**src/rtl/fpFormatPkg.sv**
```systemverilog
`default_nettype none

package fpFormatPkg;

  localparam int ExpWidth  = 8;
  localparam int FracWidth = 23;            // Stored fraction, hidden bit not included

  localparam int ExpBias = 127;
  localparam int ExpMax  = 2 * ExpBias;     // Largest normal biased exponent

  typedef logic [ExpWidth-1:0]  expT;
  typedef logic [FracWidth-1:0] fracT;

  // Default single precision layout
  typedef struct packed {
    logic sign;
    expT  exp;
    fracT frac;
  } fpOperandT;

endpackage

`default_nettype wire

```
**src/rtl/fpPipePkg.sv**
```systemverilog
`default_nettype none

package fpPipePkg;

  import fpFormatPkg::*;

  localparam int SigWidth = FracWidth + 1;  // Fraction with hidden bit
  localparam int ExtWidth = SigWidth + 3;   // Plus guard, round and sticky

  typedef logic [SigWidth-1:0] sigT;
  typedef logic [ExtWidth-1:0] extT;

  typedef enum logic {
    OP_ADD = 1'b0,
    OP_SUB = 1'b1
  } fpOpT;

  // Stage 1 to stage 2
  typedef struct packed {
    sigT        bigSig;
    sigT        smallSig;
    expT        exp;
    logic       sign;
    logic       effSub;
    logic [4:0] shiftAmt;
    logic       shiftOneMore;
    logic       toSticky;
  } alignReqT;

  // Stage 2 to stage 3
  typedef struct packed {
    extT  bigExt;
    extT  smallExt;
    expT  exp;
    logic sign;
    logic effSub;
  } alignedT;

  // Stage 3 to stage 4
  typedef struct packed {
    logic [SigWidth:0] raw;                 // Carry bit on top
    logic              guard;
    logic              round;
    logic              sticky;
    expT               exp;
    logic              sign;
  } sumT;

endpackage

`default_nettype wire

```
**src/rtl/expCompare.sv**
```systemverilog
`default_nettype none

module expCompare import fpFormatPkg::*, fpPipePkg::*; #(
  parameter int FracW = 23,
  parameter int ExpW  = 8
) (
  input  wire logic      clk,
  input  wire logic      rstN,
  input  wire logic      inReq,
  input  wire fpOpT      inOp,
  input  wire fpOperandT inA,
  input  wire fpOperandT inB,
  input  wire logic      ready,
  output logic           inAck,
  output logic           valid,
  output alignReqT       align
);

  localparam int SigW = FracW + 1;

  logic            accept;
  logic            aBigger;
  logic            signBEff;
  logic [SigW-1:0] sigA;
  logic [SigW-1:0] sigB;
  logic [ExpW-1:0] expDiff;
  logic [ExpW-1:0] diffM1;
  alignReqT        alignNext;

  assign accept = inReq && !inAck && !valid;

  assign sigA = (inA.exp == '0) ? '0 : {1'b1, inA.frac};   // Zero exponent flushes
  assign sigB = (inB.exp == '0) ? '0 : {1'b1, inB.frac};

  assign signBEff = inB.sign ^ (inOp == OP_SUB);
  assign aBigger  = {inA.exp, sigA} >= {inB.exp, sigB};

  assign expDiff = aBigger ? inA.exp - inB.exp : inB.exp - inA.exp;
  assign diffM1  = expDiff - 1'b1;

  always_comb begin
    alignNext.bigSig   = aBigger ? sigA : sigB;
    alignNext.smallSig = aBigger ? sigB : sigA;
    alignNext.exp      = aBigger ? inA.exp : inB.exp;
    alignNext.sign     = aBigger ? inA.sign : signBEff;
    alignNext.effSub   = inA.sign ^ signBEff;
    // Shifter takes one fixed extra step on any nonzero difference
    alignNext.shiftOneMore = (expDiff != '0);
    alignNext.shiftAmt     = alignNext.shiftOneMore ? diffM1[4:0] : 5'd0;
    alignNext.toSticky     = (expDiff >= FracW + 3);  // Past guard region
  end

  always_ff @(posedge clk or negedge rstN) begin
    if (!rstN) begin
      inAck <= 1'b0;
      valid <= 1'b0;
    end else begin
      if (accept) begin
        inAck <= 1'b1;
      end else if (!inReq) begin
        inAck <= 1'b0;                      // Return to zero phase
      end
      if (accept) begin
        valid <= 1'b1;
      end else if (ready) begin
        valid <= 1'b0;
      end
    end
  end

  always_ff @(posedge clk) begin
    if (accept) begin
      align <= alignNext;
    end
  end

endmodule

`default_nettype wire

```
**src/rtl/shiftRight.sv**
```systemverilog
`default_nettype none

module shiftRight import fpPipePkg::*; #(
  parameter int FracW = 23
) (
  input  wire logic     clk,
  input  wire logic     rstN,
  input  wire logic     inValid,
  input  wire alignReqT align,
  input  wire logic     ready,
  output logic          inReady,
  output logic          valid,
  output alignedT       aligned
);

  localparam int VecW = FracW + 3;          // Significand, guard and round

  logic            load;
  logic            sticky;
  logic [VecW-1:0] vec;
  logic [VecW-1:0] mask;
  alignedT         alignedNext;

  assign inReady = !valid || ready;
  assign load    = inValid && inReady;

  always_comb begin
    vec    = {align.smallSig, 2'b00};
    sticky = 1'b0;
    mask   = '0;
    // Weighted levels 16, 8, 4, 2, 1
    for (int i = 4; i >= 0; i--) begin
      if (align.shiftAmt[i]) begin
        mask   = (VecW'(1) << (1 << i)) - 1'b1;
        sticky = sticky | (|(vec & mask));
        vec    = vec >> (1 << i);
      end
    end
    if (align.shiftOneMore) begin
      sticky = sticky | vec[0];
      vec    = vec >> 1;
    end
    if (align.toSticky) begin
      sticky = |align.smallSig;             // Whole operand collapses
      vec    = '0;
    end
    alignedNext.bigExt   = {align.bigSig, 3'b000};
    alignedNext.smallExt = {vec, sticky};
    alignedNext.exp      = align.exp;
    alignedNext.sign     = align.sign;
    alignedNext.effSub   = align.effSub;
  end

  always_ff @(posedge clk or negedge rstN) begin
    if (!rstN) begin
      valid <= 1'b0;
    end else if (inReady) begin
      valid <= inValid;
    end
  end

  always_ff @(posedge clk) begin
    if (load) begin
      aligned <= alignedNext;
    end
  end

endmodule

`default_nettype wire

```
**src/rtl/fracAdd.sv**
```systemverilog
`default_nettype none

module fracAdd import fpPipePkg::*; #(
  parameter int FracW = 23
) (
  input  wire logic    clk,
  input  wire logic    rstN,
  input  wire logic    inValid,
  input  wire alignedT aligned,
  input  wire logic    ready,
  output logic         inReady,
  output logic         valid,
  output sumT          sum
);

  localparam int ExtW = FracW + 4;

  logic          load;
  logic [ExtW:0] bigOp;
  logic [ExtW:0] smallOp;
  logic [ExtW:0] total;
  sumT           sumNext;

  assign inReady = !valid || ready;
  assign load    = inValid && inReady;

  assign bigOp   = {1'b0, aligned.bigExt};
  assign smallOp = {1'b0, aligned.smallExt};

  // Operands are ordered, so the difference stays non-negative
  assign total = aligned.effSub ? bigOp - smallOp : bigOp + smallOp;

  always_comb begin
    sumNext.raw    = total[ExtW:3];
    sumNext.guard  = total[2];
    sumNext.round  = total[1];
    sumNext.sticky = total[0];
    sumNext.exp    = aligned.exp;
    sumNext.sign   = (total == '0) ? 1'b0 : aligned.sign;  // Exact zero is positive
  end

  always_ff @(posedge clk or negedge rstN) begin
    if (!rstN) begin
      valid <= 1'b0;
    end else if (inReady) begin
      valid <= inValid;
    end
  end

  always_ff @(posedge clk) begin
    if (load) begin
      sum <= sumNext;
    end
  end

endmodule

`default_nettype wire

```
**src/rtl/normRound.sv**
```systemverilog
`default_nettype none

module normRound import fpFormatPkg::*, fpPipePkg::*; #(
  parameter int FracW = 23,
  parameter int ExpW  = 8
) (
  input  wire logic clk,
  input  wire logic rstN,
  input  wire logic inValid,
  input  wire sumT  sum,
  input  wire logic outAck,
  output logic      inReady,
  output logic      outReq,
  output fpOperandT outResult,
  output logic      outOverflow
);

  localparam int SigW  = FracW + 1;
  localparam int NormW = SigW + 3;

  logic             load;
  logic             valid;
  logic [NormW-1:0] rawVec;
  logic [NormW-1:0] normVec;
  logic [ExpW:0]    lzCount;
  logic [ExpW:0]    shiftLimit;
  logic [ExpW:0]    normExp;
  logic [ExpW:0]    finalExp;
  logic             roundUp;
  logic [SigW:0]    rounded;
  logic             overflowNext;
  fpOperandT        resultNext;

  assign inReady = !valid || (!outReq && !outAck);
  assign load    = inValid && inReady;

  always_comb begin
    rawVec  = {sum.raw[SigW-1:0], sum.guard, sum.round, sum.sticky};
    lzCount = (ExpW + 1)'(NormW);
    for (int i = 0; i < NormW; i++) begin
      if (rawVec[i]) begin
        lzCount = (ExpW + 1)'(NormW - 1 - i);
      end
    end
    shiftLimit = (sum.exp == '0) ? '0 : {1'b0, sum.exp} - 1'b1;  // Down to exponent 1
    if (sum.raw[SigW]) begin
      normVec = {sum.raw[SigW:1], sum.raw[0], sum.guard, sum.round | sum.sticky};
      normExp = {1'b0, sum.exp} + 1'b1;
    end else if (lzCount <= shiftLimit) begin
      normVec = rawVec << lzCount;
      normExp = {1'b0, sum.exp} - lzCount;
    end else begin
      normVec = rawVec << shiftLimit;       // Hidden bit stays clear
      normExp = {1'b0, sum.exp} - shiftLimit;
    end

    roundUp  = normVec[2] && (normVec[1] || normVec[0] || normVec[3]);  // Nearest even
    rounded  = {1'b0, normVec[NormW-1:3]} + roundUp;
    finalExp = normExp + rounded[SigW];

    overflowNext    = 1'b0;
    resultNext.sign = sum.sign;
    if (!normVec[NormW-1]) begin
      resultNext.exp  = '0;                 // Flush to zero
      resultNext.frac = '0;
    end else if (finalExp > ExpMax) begin
      resultNext.exp  = expT'(ExpMax);
      resultNext.frac = '1;
      overflowNext    = 1'b1;
    end else begin
      resultNext.exp  = finalExp[ExpW-1:0];
      resultNext.frac = rounded[FracW-1:0];  // Zero after a rounding carry
    end
  end

  always_ff @(posedge clk or negedge rstN) begin
    if (!rstN) begin
      valid       <= 1'b0;
      outReq      <= 1'b0;
      outOverflow <= 1'b0;
    end else if (load) begin
      valid       <= 1'b1;
      outReq      <= 1'b1;
      outOverflow <= overflowNext;
    end else begin
      if (outReq && outAck) begin
        outReq <= 1'b0;
      end
      if (!outReq && !outAck) begin
        valid <= 1'b0;                      // Four-phase cycle complete
      end
    end
  end

  always_ff @(posedge clk) begin
    if (load) begin
      outResult <= resultNext;
    end
  end

endmodule

`default_nettype wire

```
**src/rtl/fpAddTop.sv**
```systemverilog
`default_nettype none

module fpAddTop import fpFormatPkg::*, fpPipePkg::*; #(
  parameter int FracW = 23,
  parameter int ExpW  = 8
) (
  input  wire logic      clk,
  input  wire logic      rstN,
  input  wire logic      inReq,
  input  wire fpOpT      inOp,
  input  wire fpOperandT inA,
  input  wire fpOperandT inB,
  input  wire logic      outAck,
  output logic           inAck,
  output logic           outReq,
  output fpOperandT      outResult,
  output logic           outOverflow
);

  logic     alignValid;
  logic     alignReady;
  logic     alignedValid;
  logic     alignedReady;
  logic     sumValid;
  logic     sumReady;
  alignReqT align;
  alignedT  aligned;
  sumT      sum;

  expCompare #(
    .FracW(FracW),
    .ExpW (ExpW)
  ) u_expCompare (
    .clk  (clk),
    .rstN (rstN),
    .inReq(inReq),
    .inOp (inOp),
    .inA  (inA),
    .inB  (inB),
    .ready(alignReady),
    .inAck(inAck),
    .valid(alignValid),
    .align(align)
  );

  shiftRight #(
    .FracW(FracW)
  ) u_shiftRight (
    .clk    (clk),
    .rstN   (rstN),
    .inValid(alignValid),
    .align  (align),
    .ready  (alignedReady),
    .inReady(alignReady),
    .valid  (alignedValid),
    .aligned(aligned)
  );

  fracAdd #(
    .FracW(FracW)
  ) u_fracAdd (
    .clk    (clk),
    .rstN   (rstN),
    .inValid(alignedValid),
    .aligned(aligned),
    .ready  (sumReady),
    .inReady(alignedReady),
    .valid  (sumValid),
    .sum    (sum)
  );

  normRound #(
    .FracW(FracW),
    .ExpW (ExpW)
  ) u_normRound (
    .clk        (clk),
    .rstN       (rstN),
    .inValid    (sumValid),
    .sum        (sum),
    .outAck     (outAck),
    .inReady    (sumReady),
    .outReq     (outReq),
    .outResult  (outResult),
    .outOverflow(outOverflow)
  );

endmodule

`default_nettype wire

```
**config.mk**
```make
export PLATFORM = sky130hd
export DESIGN_NAME = fpAddTop
export DESIGN_NICKNAME = d
export VERILOG_FILES = /design/src/rtl/fpFormatPkg.sv /design/src/rtl/fpPipePkg.sv /design/src/rtl/expCompare.sv /design/src/rtl/shiftRight.sv /design/src/rtl/fracAdd.sv /design/src/rtl/normRound.sv /design/src/rtl/fpAddTop.sv
export SDC_FILE = /design/constraint.sdc
export NUM_CORES = 1
export LEC_CHECK = 0
export BUFFER_PORTS_ARGS = -buffer_cell sky130_fd_sc_hd__buf_2
export CAP_MARGIN = 10
export CORE_UTILIZATION = 50
export CTS_BUF_LIST = sky130_fd_sc_hd__clkbuf_4 sky130_fd_sc_hd__clkbuf_8
export CTS_CLUSTER_DIAMETER = 60
export DETAILED_ROUTE_END_ITERATION = 8
export PLACE_DENSITY = 0.79
export SLEW_MARGIN = 15
export SYNTH_ARGS = -nofsm -noshare
export SYNTH_HDL_FRONTEND = slang
export SYNTH_SLANG_ARGS = --single-unit
```
**constraint.sdc**
```tcl
create_clock -name clk -period 6.8 [get_ports clk]
set_input_delay 0 -clock clk [delete_from_list [all_inputs] [get_ports clk]]
set_output_delay 0 -clock clk [all_outputs]
set_load 0.01 [all_outputs]
```
==> reports/metrics.cfg <==
[layout]
syn_to_final_growth_pct = 26.66
num-nets-final = 2412
mostFrequentLayoutCells = nand2_1 (231), edfxtp_1 (195), buf_4 (188)
layout_commonest_cell = nand2_1
fin_util = 0.6416
layout-drive-gt1-share = 0.2308

[synth]
yosysSeqAreaShare = 0.3560
syn_nets = 2102
ys_ff_latch = 202
synth_cell_types = 101
syn_inst = 1920
synth-edff-count = 195
async_flop_share = 0.03465
synth_top_flop_cell = edfxtp_1
avgSynthCellArea_um2 = 8.824
synth_area_mm2 = 0.01694
yosysWarnings = 0

[clocking]
insertion_delay_ns = 0.53
clkSinkCount = 202
numCtsBuffers = 35
cts_buffer_depth = 3
cts_root_buf = clkbuf_8
cts_tree = yes
clk_pin_slew_ns = 0.06
htreeDepth = 2

[global_routing]
grt_pass1_vias = 15780
grt_usage = 0.3016
overflow = 0
grt_max_degree = 106
antenna_found_initial = 1
grt_pass1_wl_um = 81080

[timing]
hold_slack_ns = 0.02009
worst_slew_pin_slew_ns = 1.078
slew-limit-headroom = 0.2770
hold_viol = 0
max_freq_mhz = 149.4
skew_ns = 0.02855
min_period_ns = 6.693
period_share = 0.9842
setup_viol = 0
fin_setup_tns_ns = 0
slew_violations = 0
grt_setup_unrepaired = yes

[critical_path]
ff2ff_setup_slack_ns = 0.11
cp_slowest_cell = edfxtp_1
cpMostUsedCell = nor3_4
r2r_cells = 31
slowest_delay_ns = 0.43
crit_type = flop to flop
crit_end = u_normRound.outResult[4]
required_ns = 7.07
start_kind = flop
setup.worst_path.start = u_fracAdd.sum[24]
critPathMaxFanout = 8
r2r-end = u_normRound.outResult[4]
arrival_ns = 6.96
crit_path_end_kind = flop
r2r_start = u_fracAdd.sum[24]

[pwr]
p_int_mw = 3.882
power.total_mw = 6.503
total_leakage_power_nw = 8.912
p_per_area_mw_per_mm2 = 303.0
combPwrFrac = 0.540
swShare = 0.4030
switchingPower_mw = 2.621
p_clk_frac = 0.176
power.share.sequential = 0.284
peakVddDrop_mv = 0.1922

[floorplanning]
fp-row-count = 67
die_h_um = 186.1
dieArea_mm2 = 0.03463
initial_utilization = 0.5065
core_area_mm2 = 0.03345
num_io_pins = 104
die_x_um = 186.1

[drt]
num_vias = 16300
first_pass_iters = 8
antenna_left = 0
drt_iter0_drc = 1221
viasPerCell = 6.034
wirelength_um = 52600
wl_per_cell_um = 19.47
route.detailed.drc = 0

[placed_design]
place_hpwl_um = 37430
portBuffers = 103
gp_congestion = 1.009

[run_status]
status = completed

[job]
maxCapViolations = 0

[hold_path]
hold_class = primary input to flop

==> power groups by stage <==
stage	Combinational [mW]	Clock, mW	Sequential [mW]
after floorplan	1.89	0	1.87
after global placement	2.99	0	1.85
after detailed placement	3.03	0	1.86
after CTS	3.12	1.17	1.83
after global routing	3.77	1.22	1.87
final	3.51	1.15	1.84
==> how the worst min path moves through the flow <==
stage,cells past startpoint,to,from
5_1_grt,3,u_expCompare.align[10],inB[24]
3_3_place_gp,1,u_normRound.outOverflow,rstN
6_report,3,u_expCompare.align[10],inB[24]
4_1_cts,3,u_expCompare.align[10],inB[24]
3_5_place_dp,1,u_normRound.outOverflow,rstN
2_1_floorplan,0,u_expCompare.inAck,rstN
==> worst max-delay path, delay by kind of cell (launching register included) <==
kind	cells	cell delay, ns
AO/OA/AOI/OAI	7	1.58
XOR/XNOR	2	0.40
adder cells (fa/ha/maj)	3	0.51
buffers and inverters	4	0.62
flip-flops	1	0.43
multiplexers	2	0.39
AND/OR/NAND/NOR	13	2.49
==> kinds of logic after synthesis <==
kind of cell	count (synthesis)	synth area share
AO/OA/AOI/OAI	512	0.1991
buffers and inverters	257	0.05989
flip-flops	202	0.3560
adder cells (fa/ha/maj)	113	0.08522
XOR/XNOR	71	0.03670
AND/OR/NAND/NOR	631	0.1788
multiplexers	134	0.08434
==> flip-flops by register name (all words and copies together) (netlist names), 32 cells and up <==
name	cells
u_expCompare.align	65
u_shiftRight.aligned	61
u_fracAdd.sum	37
u_normRound.outResult	32
==> timing repair <==
action | in CTS | in global routing
endpoints found under the setup margin | 28 | 32
buffers inserted | 0 | 24
pin swaps | 0 | 29
resized for setup | 5 | 119
cloned | 0 | 3
endpoints found under the hold margin | 71 | 0
hold buffers | 93 | 0
==> area by class of cell <==
class | count | area, µm²
sequential | 202 | 6031
tap | 448 | 560.5
timing repair buffer | 395 | 3058
clock inverter | 14 | 156.4
inverter | 135 | 509.2
antenna | 1 | 2.502
clock buffer | 46 | 570.5
fill | 2590 | 11990
multi-input combinational | 1461 | 10570
==> metrics by stage <==
stage          cell area (µm²)  setup WS (ns)  std cells
3_5_place_dp             18920        -0.1059       2522
5_1_grt                  21460        -0.2152       2702
2_1_floorplan            16980        0.01689       1920
3_3_place_gp             18920      0.0008669       2522
6_report                 21460         0.1072       2702
4_1_cts                  20610        0.01462       2675
==> layer usage <==
metal	wire length [µm]	part of all wire	GRT usage
met3	3222	0.061	0.04265
met4	2736	0.052	0.1525
met1	19820	0.38	0.3365
met2	26820	0.51	0.5558
met5	0	0	0
==> Yosys cell counts, drive strengths merged, types with 8 or more instances <==
library cell	count	share of area
a211o	10	0.0052
a211oi	42	0.019
a21o	20	0.0089
a21oi	137	0.041
a22oi	18	0.0080
a311oi	12	0.0062
a31oi	21	0.0085
and2	10	0.0037
buf	33	0.010
clkbuf	89	0.020
edfxtp	195	0.35
ha	109	0.080
inv	134	0.030
mux2	27	0.018
mux2i	104	0.062
nand2	237	0.053
nand2b	21	0.0078
nand3	59	0.018
nand4	8	0.0030
nor2	155	0.034
nor2b	19	0.0070
nor3	41	0.013
nor4	31	0.012
nor4b	10	0.0079
o211ai	11	0.0049
o21a	8	0.0035
o21ai	124	0.037
o21bai	17	0.0075
o22ai	9	0.0033
o31ai	15	0.0072
or3	12	0.0047
xnor2	47	0.024
xor2	24	0.012
No activity file was read; power rests on OpenSTA's default activity.
